$ cat src/cpu_pkg.sv
`default_nettype none

package cpu_pkg;

	// --------------------
	// Basic types
	// --------------------
	typedef logic [15:0] word_t;   // Data word and byte address
	typedef logic [3:0] reg_idx_t; // r0 reads as zero

	// Z in bit 2, V in bit 1, N in bit 0
	typedef logic [2:0] flags_t;

	localparam int FLAG_Z = 2;
	localparam int FLAG_V = 1;
	localparam int FLAG_N = 0;

	// --------------------
	// Opcodes in bits 15:12
	// --------------------
	typedef enum logic [3:0] {
		OP_ADD = 4'h0, // Saturating
		OP_SUB = 4'h1, // Saturating
		OP_XOR = 4'h2,
		OP_AND = 4'h3,
		OP_SLL = 4'h4, // Shift amount is imm4
		OP_SRA = 4'h5,
		OP_ROR = 4'h6,
		OP_OR  = 4'h7,
		OP_LW  = 4'h8,
		OP_SW  = 4'h9,
		OP_LHB = 4'hA, // Replace high byte
		OP_LLB = 4'hB, // Replace low byte
		OP_B   = 4'hC, // PC relative, conditional
		OP_BR  = 4'hD, // Register target, conditional
		OP_PCS = 4'hE, // rd gets PC+2
		OP_HLT = 4'hF
	} opcode_t;

	// Branch conditions in bits 11:9
	localparam logic [2:0] COND_NE = 3'b000; // Z clear
	localparam logic [2:0] COND_EQ = 3'b001; // Z set
	localparam logic [2:0] COND_GT = 3'b010; // Z and N clear
	localparam logic [2:0] COND_LT = 3'b011; // N set
	localparam logic [2:0] COND_GE = 3'b100;
	localparam logic [2:0] COND_LE = 3'b101;
	localparam logic [2:0] COND_OV = 3'b110; // V set
	localparam logic [2:0] COND_UN = 3'b111; // Always

	// Operand source seen by the EX stage
	typedef enum logic [1:0] {
		FWD_NONE = 2'd0, // Value read in ID
		FWD_MEM  = 2'd1, // EX/MEM result
		FWD_WB   = 2'd2  // MEM/WB result
	} fwd_sel_t;

	// --------------------
	// Memory and fetch
	// --------------------
	localparam int DMEM_WORDS = 256;
	localparam int DMEM_AW = $clog2(DMEM_WORDS); // Word index is addr[8:1]

	localparam word_t PC_STEP = 16'd2; // Bytes per instruction

	// ADD r0, r0, r0 is the pipeline bubble
	localparam word_t NOP_INSTR = 16'h0000;

endpackage

`default_nettype wire

$ cat src/decode_stage.sv
`timescale 1ns/1ps
`default_nettype none

module decode_stage (
	input  logic              clk,
	input  logic              reset,
	input  cpu_pkg::word_t    id_pc,
	input  cpu_pkg::word_t    id_instr,
	input  logic              branch_taken, // Flush from EX
	input  logic              wb_en,
	input  cpu_pkg::reg_idx_t wb_reg,
	input  cpu_pkg::word_t    wb_data,
	output logic              stall,
	output logic              hlt_stop,
	output cpu_pkg::word_t    ex_pc,
	output cpu_pkg::word_t    ex_instr,
	output cpu_pkg::word_t    ex_rs_data,   // First source value
	output cpu_pkg::word_t    ex_rt_data,   // Second source value
	output cpu_pkg::reg_idx_t ex_rs,
	output cpu_pkg::reg_idx_t ex_rt,
	output cpu_pkg::reg_idx_t ex_rd,
	output logic              ex_reg_write,
	output logic              ex_mem_read,
	output logic              ex_mem_write
);
	import cpu_pkg::*;

	opcode_t  op;
	reg_idx_t rd, src1, src2;
	logic     use_src1, use_src2, writes_reg;
	word_t    regs [16];
	word_t    src1_data, src2_data;
	logic     halted; // Sticky once HLT leaves ID

	assign op = opcode_t'(id_instr[15:12]);
	assign rd = id_instr[11:8];

	// --------------------
	// Control decode
	// --------------------
	always_comb begin
		use_src1 = 1'b0;
		use_src2 = 1'b0;
		writes_reg = 1'b0;
		case (op)
			OP_ADD, OP_SUB, OP_XOR, OP_AND, OP_OR: begin
				use_src1 = 1'b1; // rs
				use_src2 = 1'b1; // rt
				writes_reg = 1'b1;
			end
			OP_SLL, OP_SRA, OP_ROR, OP_LHB, OP_LLB: begin
				use_src1 = 1'b1; // Low nibble is imm4 or part of imm8
				writes_reg = 1'b1;
			end
			OP_LW: begin
				use_src2 = 1'b1; // Base register
				writes_reg = 1'b1;
			end
			OP_SW: begin
				use_src1 = 1'b1; // Store data from rd
				use_src2 = 1'b1; // Base register
			end
			OP_BR:  use_src1 = 1'b1;
			OP_PCS: writes_reg = 1'b1;
			default: ; // B and HLT read nothing
		endcase
	end

	// Unused sources collapse to r0 so hazards and forwarding skip them
	assign src1 = !use_src1 ? '0 :
		(op == OP_SW || op == OP_LHB || op == OP_LLB) ? id_instr[11:8] : id_instr[7:4];
	assign src2 = !use_src2 ? '0 :
		(op == OP_SW || op == OP_LW) ? id_instr[7:4] : id_instr[3:0];

	// --------------------
	// Register file
	// --------------------
	always_ff @(posedge clk) begin
		if (reset) begin
			for (int i = 0; i < 16; i++)
				regs[i] <= '0;
		end else if (wb_en && wb_reg != '0) begin
			regs[wb_reg] <= wb_data;
		end
	end

	// Write in the same cycle is passed straight through
	assign src1_data = (src1 == '0) ? '0 :
		(wb_en && wb_reg == src1) ? wb_data : regs[src1];
	assign src2_data = (src2 == '0) ? '0 :
		(wb_en && wb_reg == src2) ? wb_data : regs[src2];

	// Load in EX feeding this instruction costs one bubble
	assign stall = ex_mem_read && ex_rd != '0 && (ex_rd == src1 || ex_rd == src2);

	// A flushed HLT must not freeze fetch
	assign hlt_stop = halted || (op == OP_HLT && !branch_taken);

	always_ff @(posedge clk) begin
		if (reset)
			halted <= 1'b0;
		else if (op == OP_HLT && !branch_taken)
			halted <= 1'b1;
	end

	// --------------------
	// ID/EX register
	// --------------------
	always_ff @(posedge clk) begin
		if (reset || branch_taken || stall) begin
			ex_instr <= NOP_INSTR; // Bubble
			ex_reg_write <= 1'b0;
			ex_mem_read <= 1'b0;
			ex_mem_write <= 1'b0;
		end else begin
			ex_instr <= id_instr;
			ex_reg_write <= writes_reg && rd != '0; // r0 writes are dropped
			ex_mem_read <= (op == OP_LW);
			ex_mem_write <= (op == OP_SW);
		end
	end

	always_ff @(posedge clk) begin
		ex_pc <= id_pc;
		ex_rs_data <= src1_data;
		ex_rt_data <= src2_data;
		ex_rs <= src1;
		ex_rt <= src2;
		ex_rd <= rd;
	end

endmodule

`default_nettype wire

$ cat config.mk
export PLATFORM = sky130hd
export DESIGN_NAME = decode_stage
export DESIGN_NICKNAME = d
export VERILOG_FILES = /design/src/cpu_pkg.sv /design/src/decode_stage.sv
export SDC_FILE = /design/constraint.sdc
export NUM_CORES = 1
export LEC_CHECK = 0
export BUFFER_PORTS_ARGS = -buffer_cell sky130_fd_sc_hd__buf_4
export CAP_MARGIN = 10
export CORE_ASPECT_RATIO = 1.4
export CORE_MARGIN = 2
export CORE_UTILIZATION = 62
export CTS_BUF_LIST = sky130_fd_sc_hd__clkbuf_8
export DETAILED_ROUTE_END_ITERATION = 12
export PLACE_DENSITY = 0.84
export SETUP_SLACK_MARGIN = 0.02
export SYNTH_ARGS = -nofsm -noshare
export SYNTH_HDL_FRONTEND = slang
export SYNTH_SLANG_ARGS = --single-unit
$ cat constraint.sdc
create_clock -name clk -period 3.16 [get_ports clk]
set_input_delay 0.158 -clock clk [delete_from_list [all_inputs] [get_ports clk]]
set_output_delay 0.158 -clock clk [all_outputs]
set_load 0.01 [all_outputs]
==> reports/results.tsv, run 1 <==
stage	metric	value	unit
status	outcome	finished, final reports clean	
worst_setup_path	worstSetupEndpointType	output port	
yosys	yosysMostFrequentCell	sky130_fd_sc_hd__edfxtp_1	
timing	worst-slew-pin-transition	0.984	ns
placed_design	place_congestion	0.966	
drt	drt.antenna.violating_nets	0	
global_route	grt_max_degree	66	
global_route	grt.overflow.total	0	
clock_network	clk_latency	0.61	ns
drt	vias_per_cell	6.44	
yosys	yosys.area.top_type_share	45.8	%
worst_setup_path	worstPathRequired	3.00	ns
placed_design	io_buffers	136	
clock_network	cts-root-buf	sky130_fd_sc_hd__clkbuf_8	
worst_setup_path	setup.worst_path.start_class	input port	
final_layout	areaGrowthSynthToFinish	18.1	%
yosys	synthesis.area_per_instance	12.4	µm²
worst_setup_path	crit_type	input port to output port	
run	max-cap-violations	0	
yosys	synth.cells.most_frequent	sky130_fd_sc_hd__edfxtp_1 (256), sky130_fd_sc_hd__mux2i_1 (245), sky130_fd_sc_hd__and2_1 (242), sky130_fd_sc_hd__dfxtp_1 (80)	
clock_network	clock_path_buffers	3	
clock_network	tritoncts.num_buffers	49	
timing	setup-violations-final	0	
yosys	ys_async_sr_fraction	0	%
worst_setup_path	path_max_fanout	24	
hold_path	hold_path_class	input port to register	
clock_network	path_clk_slew	0.06	ns
global_route	vias_in_the_first_global_route	12700	
global_route	initial_antenna_violation_count	1	
drt	drt_pass1_iterations	5	
yosys	synth_enable_flop_cells	256	
timing	final-max-slew-violation-count	0	
clock_network	htreeDepth	2	
power_and_ir_drop	power.total	10.5	mW
timing	unrepaired_setup_endpoints_after_global_routing	false	
yosys	synthesis.area	16800	µm²
clock_network	clock_sinks	336	
power_and_ir_drop	powerDensity	530	nW/µm²
yosys	synth.ff_latch_count	336	
final_layout	drive_gt1_share	19.7	%
floorplanning	initial_utilization	62.7	%
drt	wire_per_inst	26.0	µm
global_route	wire_length_of_the_first_global_routing_pass	73700	µm
final_layout	final_nets	1618	
placed_design	place_hpwl	31900	µm
worst_setup_path	worstPathArrival	2.80	ns
timing	clock_skew	0.0286	ns
power_and_ir_drop	leakagePower	8.50	nW
floorplanning	fp.dieH	199	µm
timing	timing.final.crit_share	93.7	%
timing	max_freq	0.338	GHz
floorplanning	io-pin-count	137	
drt	vias	12700	
drt	finalWirelength	51200	µm
drt	drtIter0Drc	1416	
floorplanning	floorplan.core_area	26700	µm²
yosys	synthDominantAreaCellType	sky130_fd_sc_hd__edfxtp_1	
clock_network	cts_tree	yes	
yosys	synth_warnings	0	
yosys	ys_top_cells_by_area	sky130_fd_sc_hd__edfxtp_1 (46%), sky130_fd_sc_hd__mux2i_1 (15%), sky130_fd_sc_hd__dfxtp_1 (9.5%)	
yosys	synth_top_flop_cell	sky130_fd_sc_hd__edfxtp_1	
timing	slew-limit-headroom	34.2	%
yosys	ys_seq_area_share	55.4	%
final_layout	insertedDiodeCount	0	
yosys	synthCells	1352	
global_route	groute.usage.overall	35.8	%
timing	final-hold-violation-count	0	
drt	detailed_route_drc_error_count	0	
power_and_ir_drop	worst_ir_drop_vdd	409	µV
yosys	synthDistinctLibCells	58	
floorplanning	floorplan.rows	71	
timing	minimum_clock_period_after_layout	2.96	ns
floorplanning	dieArea	28400	µm²
floorplanning	chipWidth	143	µm
timing	final.setup.tns	0	ns
[routing by layer]
metal,wire [µm],up-vias,GRT usage (%)
li1,-,5381,-
met1,17400,6071,41.1
met2,24700,973,60.2
met3,5250,244,6.57
met4,3830,2,24.6
met5,20,-,0
[through the flow]
stage | hold WS [ns] | setup slack (ns) | util [%] | area [µm²] | instances
after floorplan | 0.186 | 0.853 | - | 16800 | 1367
after detailed placement | 0.263 | 0.396 | 68.5 | 18300 | 1825
after global routing | 0.0642 | 0.0764 | 74.1 | 19800 | 1967
final | 0.0675 | 0.201 | 74.1 | 19800 | 1967
after CTS | 0.0403 | 0.0363 | 73.9 | 19800 | 1965
after global placement | 0.262 | 0.495 | 68.5 | 18300 | 1825
[cells in the final DEF, fill, tap and decap left out, types with 5 or more instances in the layout]
cell                            Yosys  final
sky130_fd_sc_hd__dlygate4sd3_1      0     49
sky130_fd_sc_hd__clkinv_2           0      7
sky130_fd_sc_hd__clkbuf_8           0     53
sky130_fd_sc_hd__inv_2              7      6
sky130_fd_sc_hd__and2_1           242    242
sky130_fd_sc_hd__buf_4             15    190
sky130_fd_sc_hd__a221oi_1          19     19
sky130_fd_sc_hd__nor2_1            58     57
sky130_fd_sc_hd__inv_1              4     21
sky130_fd_sc_hd__mux2i_1          245    245
sky130_fd_sc_hd__o22ai_1           59     59
sky130_fd_sc_hd__conb_1             1     16
sky130_fd_sc_hd__clkinv_1           0      9
sky130_fd_sc_hd__mux2_1            54     54
sky130_fd_sc_hd__or2_2             15     15
sky130_fd_sc_hd__and3_1            37     37
sky130_fd_sc_hd__o21ai_0            7      7
sky130_fd_sc_hd__o21ai_1           10     10
sky130_fd_sc_hd__nand4_1            7      7
sky130_fd_sc_hd__nand2_1           20     20
sky130_fd_sc_hd__edfxtp_1         256    256
sky130_fd_sc_hd__nand2b_1           5      5
sky130_fd_sc_hd__dfxtp_1           80     80
sky130_fd_sc_hd__mux2_2            15     15
sky130_fd_sc_hd__nor3_2             3      6
sky130_fd_sc_hd__xnor2_1           12     12
sky130_fd_sc_hd__a221o_1           15     15
sky130_fd_sc_hd__nor3_1            29     26
[layout make-up]
type	instances	area, µm²
clock buffer	53	729
clock inverter	38	218
fill	1764	6940
inverter	11	46.3
multi-input combinational	919	7030
sequential	336	9290
tap	365	457
timing repair buffer	245	2030
[registers in the layout (all words and copies together), names as in the netlist]
register and count:
ex_pc 16, ex_rs 4, ex_mem_read 1, ex_instr 16, halted 1, ex_rt 4, ex_mem_write 1, ex_rd 4
ex_reg_write 1, regs 256, ex_rt_data 16, ex_rs_data 16
[what timing repair did]
| action | in CTS | in global routing |
|---|---|---|
| resized for setup | 0 | 4 |
| hold endpoints to repair | 271 | 0 |
| endpoints found under the setup margin | 0 | 1 |
| buffers inserted | 0 | 1 |
| hold buffers | 49 | 0 |
[worst paths after layout]
kind / startpoint / to / slack [ns] / depth (start not counted)
max: id_instr[14] / stall / 0.20 / 12
min: reset / halted / 0.07 / 2
max reg2reg: regs[13][6] / ex_rs_data[6] / 1.68 / 4
min reg2reg: halted / halted / 0.61 / 2
[report_power, final]
part	switching (mW)	internal, mW
Combinational	1.03	0.794
Clock	1.69	1.72
Sequential	0.189	5.08
Total	2.91	7.59
[critical path, cell delays in order]
cell	delay (ns)
sky130_fd_sc_hd__dlygate4sd3_1	0.53
sky130_fd_sc_hd__buf_4	0.16
sky130_fd_sc_hd__and2b_2	0.29
sky130_fd_sc_hd__and2b_1	0.23
sky130_fd_sc_hd__a22oi_4	0.25
sky130_fd_sc_hd__inv_2	0.15
sky130_fd_sc_hd__buf_12	0.20
sky130_fd_sc_hd__xnor2_1	0.16
sky130_fd_sc_hd__nand4_1	0.10
sky130_fd_sc_hd__a21o_2	0.33
sky130_fd_sc_hd__inv_2	0.10
sky130_fd_sc_hd__buf_4	0.12
[cells by family after synthesis]
kind of cell             share of synthesized area, %
XOR/XNOR                                        0.783
other                                          0.0224
adder cells (fa/ha/maj)                        0.0597
AND/OR/NAND/NOR                                  15.2
AO/OA/AOI/OAI                                    6.09
multiplexers                                     19.3
flip-flops                                       55.4
buffers and inverters                            3.21
No activity file was read; power rests on OpenSTA's default activity.
==> run 2: changes to the inputs <==
--- a/config.mk
+++ b/config.mk
@@ -9,10 +9,10 @@
 export CAP_MARGIN = 10
 export CORE_ASPECT_RATIO = 1.4
 export CORE_MARGIN = 2
-export CORE_UTILIZATION = 62
+export CORE_UTILIZATION = 65
 export CTS_BUF_LIST = sky130_fd_sc_hd__clkbuf_8
 export DETAILED_ROUTE_END_ITERATION = 12
-export PLACE_DENSITY = 0.84
+export PLACE_DENSITY = 0.88
 export SETUP_SLACK_MARGIN = 0.02
 export SYNTH_ARGS = -nofsm -noshare
 export SYNTH_HDL_FRONTEND = slang
==> constraint.sdc (replaced) <==
create_clock -name clk -period 3.81 [get_ports clk]
set_input_delay 0.1905 -clock clk [delete_from_list [all_inputs] [get_ports clk]]
set_output_delay 0.1905 -clock clk [all_outputs]
set_load 0.01 [all_outputs]
==> run 2 against run 1 <==
  * Combinational power fell by 18%
  * Die area fell by 4.5%
  * First-iteration DRC count rose by 25%
  * Routed wire length rose by 3.7%
==> reports/results.tsv, run 2 (synthesis results as in run 1) <==
stage	metric	value	unit	change
status	outcome	finished, final reports clean		
floorplanning	dieArea	27100	µm²	-4.5%
final_layout	multi_input_area	7020	µm²	-0.18%
power_and_ir_drop	leakagePower	8.42	nW	-0.94%
final_layout	largest_register	regs		
worst_setup_path	worstSetupEndpointType	output port		
placed_design	place_congestion	0.961		-0.49%
drt	detailed_route_drc_error_count	0		unchanged
power_and_ir_drop	worst_ir_drop_vdd	406	µV	-0.56%
hold_path	hold_path_class	input port to register		
clock_network	cts_tree	yes		
worst_setup_path	crit_type	input port to output port		
global_route	wire_length_of_the_first_global_routing_pass	77100	µm	+4.5%
global_route	groute.usage.overall	38.4	%	+2.7 points
placed_design	place_hpwl	32200	µm	+0.85%
worst_setup_path	worstPathRequired	3.62	ns	+0.62 ns
clock_network	htreeDepth	2		unchanged
clock_network	clk_latency	0.60	ns	about the same
clock_network	cts-resized-gates	0		unchanged
global_route	vias_in_the_first_global_route	12700		-0.055%
floorplanning	floorplan.rows	69		-2.8%
timing	clock_skew	0.0115	ns	-0.0171 ns
final_layout	final_cell_mix	sky130_fd_sc_hd__edfxtp_1 (256), sky130_fd_sc_hd__mux2i_1 (245), sky130_fd_sc_hd__and2_1 (242)		
worst_setup_path	path_max_fanout	24		unchanged
power_and_ir_drop	power.total	8.73	mW	-17%
timing	final.setup.tns	0	ns	unchanged
timing	timing.final.crit_share	84.5	%	
floorplanning	chipWidth	140	µm	-2.3%
floorplanning	floorplan.core_area	25400	µm²	-5.1%
run	max-cap-violations	0		unchanged
final_layout	final_common_cell	sky130_fd_sc_hd__edfxtp_1		
global_route	busiest_grt_layer	met2		
final_layout	n_fill_cell	1588		-10%
final_layout	final_cells	1903		-3.3%
timing	minimum_clock_period_after_layout	3.22	ns	
clock_network	cts-root-buf	sky130_fd_sc_hd__clkbuf_8		
timing	max_freq	0.311	GHz	
clock_network	clock_path_buffers	3		unchanged
timing	final-hold-violation-count	0		unchanged
timing	final-max-slew-violation-count	0		unchanged
clock_network	path_clk_slew	0.06	ns	about the same
timing	unrepaired_setup_endpoints_after_global_routing	false		
final_layout	layout.area.seq	9290	µm²	unchanged
drt	drtIter0Drc	1769		+25%
floorplanning	fp.dieH	194	µm	-2.3%
final_layout	largest_register_ff_count	256		unchanged
final_layout	areaGrowthSynthToFinish	16.7	%	
global_route	gr-usage-met3	7.36	%	+0.79 points
final_layout	drive_gt1_share	18.8	%	-0.85 points
drt	vias_per_cell	6.64		+3.1%
floorplanning	initial_utilization	66.1	%	+3.4 points
final_layout	final_nets	1600		-1.1%
timing	worst-slew-pin-transition	0.980	ns	-0.00401 ns
global_route	grtUsageMet2	64.0	%	+3.7 points
power_and_ir_drop	powerDensity	446	nW/µm²	-16%
clock_network	clock_sinks	336		unchanged
drt	vias	12600		-0.28%
drt	finalWirelength	53100	µm	+3.7%
floorplanning	io-pin-count	137		unchanged
clock_network	tritoncts.num_buffers	50		+2.0%
final_layout	insertedDiodeCount	0		unchanged
global_route	initial_antenna_violation_count	0		-1
timing	setup-violations-final	0		unchanged
drt	drt.antenna.violating_nets	0		unchanged
global_route	grt.overflow.total	0		unchanged
placed_design	inst_count_dp	1762		-3.5%
clock_network	postCtsSetupBuffers	0		unchanged
global_route	grt_max_degree	94		+42%
worst_setup_path	worstPathArrival	3.03	ns	+0.23 ns
drt	drt_pass1_iterations	5		unchanged
drt	wire_per_inst	27.9	µm	+7.2%
worst_setup_path	setup.worst_path.start_class	input port		
timing	slew-limit-headroom	34.4	%	+0.27 points
global_route	grt_util_met1	45.1	%	+3.9 points
placed_design	io_buffers	136		unchanged
[run 2: power breakdown]
| part | switching [mW] | internal (mW) | total (mW) |
|---|---|---|---|
| logic | 0.862 | 0.639 | 1.50 |
| registers | 0.170 | 4.21 | 4.38 |
| clock network | 1.40 | 1.45 | 2.85 |
| total | 2.43 | 6.30 | 8.73 |
[run 2: metrics by stage]
step                area, µm²  worst slack, ns  hold slack, ns  utilization, %
floorplan               16800             1.47           0.218               -
global placement        18100            0.925           0.295            71.4
detailed placement      18100            0.813           0.296            71.4
CTS                     19600            0.631          0.0481            77.1
global route            19600            0.503          0.0825            77.1
finish                  19600            0.592          0.0941            77.1
[run 2: path summary, 6_finish.rpt]
check / slack, ns / cells after the start / startpoint / endpoint
hold reg to reg: 0.58 / 2 / halted / halted
hold / removal: 0.09 / 2 / reset / halted
setup reg to reg: 2.07 / 5 / regs[8][10] / ex_rt_data[10]
setup / recovery: 0.59 / 12 / id_instr[14] / stall
[run 2: critical path: stages]
cell and delay (ns):
sky130_fd_sc_hd__dlygate4sd3_1 0.54, sky130_fd_sc_hd__buf_4 0.17, sky130_fd_sc_hd__and2b_2 0.30, sky130_fd_sc_hd__and2b_1 0.26
sky130_fd_sc_hd__a22oi_4 0.08, sky130_fd_sc_hd__inv_2 0.17, sky130_fd_sc_hd__buf_4 0.39, sky130_fd_sc_hd__xnor2_1 0.17
sky130_fd_sc_hd__nand4_1 0.11, sky130_fd_sc_hd__a21o_1 0.36, sky130_fd_sc_hd__inv_2 0.16, sky130_fd_sc_hd__buf_4 0.13
[run 2: area by class of cell]
type                    count  share of cell area [%]
repair buffers            226                    9.49
clock inverters            34                   0.857
multi-input cells         919                    35.9
flip-flops and latches    336                    47.5
well taps                 319                    2.04
inverters                  11                   0.224
clock buffers              58                    4.08
[run 2: routing by layer]
metal | up-vias | routed length (µm)
met2 | 944 | 25700
met1 | 6087 | 17700
li1 | 5338 | -
met4 | 0 | 4080
met5 | - | 0
met3 | 266 | 5590
[run 2: repair_timing]
item / 4_1_cts / 5_1_grt
hold buffers: 49 / 0
endpoints found under the setup margin: 0 / 0
endpoints found under the hold margin: 115 / 0
==> run 3: changes to the inputs <==
--- a/config.mk
+++ b/config.mk
@@ -5,14 +5,15 @@
 export SDC_FILE = /design/constraint.sdc
 export NUM_CORES = 1
 export LEC_CHECK = 0
+export ABC_AREA = 1
 export BUFFER_PORTS_ARGS = -buffer_cell sky130_fd_sc_hd__buf_4
 export CAP_MARGIN = 10
 export CORE_ASPECT_RATIO = 1.4
 export CORE_MARGIN = 2
-export CORE_UTILIZATION = 65
+export CORE_UTILIZATION = 57
 export CTS_BUF_LIST = sky130_fd_sc_hd__clkbuf_8
 export DETAILED_ROUTE_END_ITERATION = 12
-export PLACE_DENSITY = 0.88
+export PLACE_DENSITY = 0.81
 export SETUP_SLACK_MARGIN = 0.02
 export SYNTH_ARGS = -nofsm -noshare
 export SYNTH_HDL_FRONTEND = slang
==> constraint.sdc (replaced) <==
create_clock -name clk -period 2.8 [get_ports clk]
set_input_delay 0.14 -clock clk [delete_from_list [all_inputs] [get_ports clk]]
set_output_delay 0.14 -clock clk [all_outputs]
set_load 0.01 [all_outputs]
==> run 3 against run 2 <==
  * Clock-buffer cell count grew 5
  * Synthesized cell count is 76% higher
  * Worst hold slack better by 0.077 ns
  * Sequential power up 35%
  * Cell area grew 9.9%
  * Synthesized area is 7.5% higher
  * Utilization down 8.6 points
  * Power grew 48%
  * Worst setup slack lost 0.46 ns
  * Critical path type is now input port to register
==> reports/results.tsv, run 3 <==
stage	metric	value	unit	change
status	outcome	finished, final reports clean		
floorplanning	floorplan.core_area	31400	µm²	+24%
clock_network	clk_latency	0.62	ns	+0.02 ns
yosys	synth.cells.most_frequent	sky130_fd_sc_hd__nand2_1 (647), sky130_fd_sc_hd__nor2_1 (359), sky130_fd_sc_hd__nand3_1 (344), sky130_fd_sc_hd__inv_1 (314), sky130_fd_sc_hd__edfxtp_1 (256)		
power_and_ir_drop	switching_power	4.04	mW	+66%
power_and_ir_drop	combinationalPowerShare	21.7	%	+4.5 points
global_route	wire_length_of_the_first_global_routing_pass	99000	µm	+28%
timing	max_freq	0.374	GHz	
hold_path	min_from	id_pc[3]		
timing	final-hold-violation-count	0		unchanged
clock_network	cts_tree	yes		
drt	vias_per_cell	6.07		-8.5%
floorplanning	floorplan.rows	77		+12%
worst_setup_path	wp_depth	18		+6
floorplanning	io-pin-count	137		unchanged
clock_network	clock_path_buffers	3		unchanged
power_and_ir_drop	leakagePower	10.4	nW	+24%
worst_setup_path	slowest_delay	0.58	ns	+0.04 ns
worst_setup_path	setup.worst_path.start_class	input port		
clock_network	cts-root-buf	sky130_fd_sc_hd__clkbuf_8		
worst_setup_path	worstPathCellList	dlygate4sd3_1, buf_4, inv_2, nor2_4, buf_4, buf_4, nand3_1, nand3_2, nand2_2, clkinv_1, nand2_1, nand2_1, inv_1, nand2_1, nand2_1, nand3_1, nand2_1, inv_1		
hold_path	hold_path_class	input port to register		
final_layout	final_cell_mix	sky130_fd_sc_hd__nand2_1 (646), sky130_fd_sc_hd__nor2_1 (358), sky130_fd_sc_hd__nand3_1 (343)		
yosys	synth_top_flop_cell	sky130_fd_sc_hd__edfxtp_1		
final_layout	final_cells	3014		+58%
yosys	synth_enable_flop_cells	256		unchanged
timing	worst-slew-pin-transition	0.923	ns	-0.0570 ns
global_route	grt_max_degree	92		-2.1%
final_layout	largest_register	regs		
run	max-cap-violations	0		unchanged
worst_setup_path	worst-r2r-setup-slack	1.31	ns	-0.76 ns
worst_setup_path	worstPathArrival	3.17	ns	+0.14 ns
yosys	synthDistinctLibCells	29		-50%
global_route	groute.usage.overall	39.1	%	+0.66 points
drt	finalWirelength	66500	µm	+25%
yosys	ys_async_sr_fraction	0	%	unchanged
power_and_ir_drop	worst_ir_drop_vdd	335	µV	-17%
yosys	ys_seq_area_share	51.5	%	-3.9 points
worst_setup_path	path_max_fanout	10		-58%
placed_design	place_congestion	1.00		+4.0%
final_layout	drive_gt1_share	12.8	%	-6.0 points
worst_setup_path	critical_path_top_delay_cell	sky130_fd_sc_hd__dlygate4sd3_1		
power_and_ir_drop	internal_power	8.89	mW	+41%
power_and_ir_drop	switching_share	31.3	%	+3.4 points
yosys	synthCells	2381		+76%
worst_setup_path	critical_path.reg2reg.startpoint	regs[15][14]		
yosys	synthesis.area	18000	µm²	+7.5%
hold_path	worstHoldPathCells	2		unchanged
worst_setup_path	worstSetupEndpointType	register		
yosys	ys_top_cells_by_area	sky130_fd_sc_hd__edfxtp_1 (43%), sky130_fd_sc_hd__nand2_1 (13%), sky130_fd_sc_hd__nand3_1 (9.5%)		
drt	detailed_route_drc_error_count	0		unchanged
worst_setup_path	crit_type	input port to register		
timing	finalHoldWorstSlack	0.171	ns	+0.0767 ns
worst_setup_path	cell_seen_most_often_among_critical_path_stages	sky130_fd_sc_hd__nand2_1		
timing	slew-limit-headroom	38.5	%	+4.0 points
clock_network	path_clk_slew	0.06	ns	about the same
worst_setup_path	worstReg2RegEnd	ex_rs_data[14]		
placed_design	place_hpwl	41100	µm	+28%
drt	wire_per_inst	22.1	µm	-21%
clock_network	tritoncts.num_buffers	52		+4.0%
yosys	synthesis.area_per_instance	7.57	µm²	-39%
power_and_ir_drop	share_seq_of_total_power	45.6	%	-4.6 points
timing	timing.final.crit_share	95.4	%	
floorplanning	fp.dieH	214	µm	+10%
yosys	yosys.area.top_type_share	42.6	%	-3.2 points
final_layout	final_nets	2630		+64%
worst_setup_path	r2r.worst_path.cells	8		+3
yosys	synth.ff_latch_count	336		unchanged
clock_network	clock_sinks	336		unchanged
drt	vias	18300		+45%
worst_setup_path	critical_path_buf_inv_count	8		+2
timing	setup-violations-final	0		unchanged
drt	drtIter0Drc	2826		+60%
power_and_ir_drop	powerDensity	601	nW/µm²	+35%
drt	drt.antenna.violating_nets	0		unchanged
timing	clock_skew	0.0210	ns	+0.00952 ns
power_and_ir_drop	power_frac_clock	32.7	%	about the same
timing	minimum_clock_period_after_layout	2.67	ns	
placed_design	inst_count_dp	2848		+62%
global_route	vias_in_the_first_global_route	17800		+40%
final_layout	final_common_cell	sky130_fd_sc_hd__nand2_1		
floorplanning	chipWidth	154	µm	+10%
hold_path	hold_path_end	ex_pc[3]		
final_layout	largest_register_ff_count	256		unchanged
placed_design	io_buffers	136		unchanged
yosys	synthDominantAreaCellType	sky130_fd_sc_hd__edfxtp_1		
final_layout	areaGrowthSynthToFinish	19.4	%	
timing	final-max-slew-violation-count	0		unchanged
clock_network	htreeDepth	2		unchanged
floorplanning	dieArea	33100	µm²	+22%
global_route	grt.overflow.total	0		unchanged
floorplanning	initial_utilization	57.4	%	-8.7 points
yosys	yosysMostFrequentCell	sky130_fd_sc_hd__nand2_1		
worst_setup_path	path_delay_family	buffers and inverters		
worst_setup_path	worstPathRequired	3.30	ns	-0.32 ns
global_route	initial_antenna_violation_count	1		+1
yosys	synth_warnings	0		unchanged
drt	drt_pass1_iterations	7		+2
final_layout	n_fill_cell	2513		+58%
==> run 3: cell count changes in the layout (fill, tap and decap cells not counted), moves of 115 or more <==
cell / delta
sky130_fd_sc_hd__and2_1: -242
sky130_fd_sc_hd__nand3_1: +341
sky130_fd_sc_hd__nor2_1: +301
sky130_fd_sc_hd__nand4_1: +115
sky130_fd_sc_hd__inv_1: +301
sky130_fd_sc_hd__mux2i_1: -245
sky130_fd_sc_hd__nand2_1: +626
==> run 3: area by class of cell <==
cell class | count | area (µm²) | share of cell area (%)
multi-input cells | 1580 | 6950 | 32.3
inverters | 323 | 1210 | 5.65
clock inverters | 35 | 200 | 0.930
repair buffers | 281 | 2510 | 11.6
flip-flops and latches | 336 | 9290 | 43.2
diodes | 1 | 2.50 | 0.0116
clock buffers | 63 | 867 | 4.03
well taps | 395 | 494 | 2.30
==> run 3: logic make-up (layout without fill, tap and decap cells) <==
group,Yosys count,in the layout,synth area share [%]
buffers and inverters,480,702,10.5
flip-flops,336,336,51.5
AND/OR/NAND/NOR,1496,1496,35.8
other,1,17,0.0208
XOR/XNOR,6,6,0.291
AO/OA/AOI/OAI,62,62,1.83
==> run 3: timing repair <==
| action | 4_1_cts | 5_1_grt |
|---|---|---|
| buffers inserted | 0 | 12 |
| endpoints found under the hold margin | 76 | 0 |
| endpoints found under the setup margin | 0 | 1 |
| gates resized for setup | 0 | 8 |
| hold buffers | 51 | 0 |
==> run 3: worst reg2reg max path, cell delays in order (launching register included) <==
cell	delay [ns]
sky130_fd_sc_hd__edfxtp_1	0.36
sky130_fd_sc_hd__inv_1	0.07
sky130_fd_sc_hd__nand4_1	0.10
sky130_fd_sc_hd__nand3_1	0.11
sky130_fd_sc_hd__nand3_1	0.19
sky130_fd_sc_hd__nand3_1	0.21
sky130_fd_sc_hd__nand3_1	0.15
sky130_fd_sc_hd__nand2_1	0.13
sky130_fd_sc_hd__inv_1	0.06
==> run 3: worst max path at each step <==
stage	from	endpoint	slack, ns
after floorplan	wb_reg[1]	regs[10][0]	0.96
after global placement	id_instr[13]	ex_rs_data[3]	0.49
after detailed placement	id_instr[13]	ex_rs_data[3]	0.43
after CTS	id_instr[15]	stall	0.08
after global routing	id_instr[14]	stall	-0.05
final	id_instr[15]	ex_rs_data[14]	0.13
==> run 3: metrics by stage <==
stage                     worst slack [ns]  util [%]  area, µm²  setup TNS, ns  power [mW]
after floorplan                      0.959         -      18100              0        7.44
after global routing               -0.0497      68.5      21500        -0.0497        13.3
final                                0.129      68.5      21500              0        12.9
after detailed placement             0.427      62.8      19700              0        8.53
after global placement               0.486      62.8      19700              0        8.47
after CTS                           0.0769      67.8      21300              0        12.7
==> run 3: per-layer routing <==
| metal | GRT usage (%) | part of all wire [%] | up-vias |
|---|---|---|---|
| met5 | 0 | 0 | - |
| li1 | - | - | 8016 |
| met1 | 45.1 | 31 | 8251 |
| met4 | 33.3 | 10 | 0 |
| met2 | 61.7 | 46 | 1581 |
| met3 | 8.57 | 13 | 453 |
==> run 3: power groups by stage <==
stage	Clock (mW)	Combinational [mW]	Sequential, mW
finish	4.23	2.81	5.90
CTS	4.22	2.61	5.88
global placement	0	2.49	5.98
detailed placement	0	2.54	5.99
global route	4.43	2.99	5.92
floorplan	0	1.43	6.00
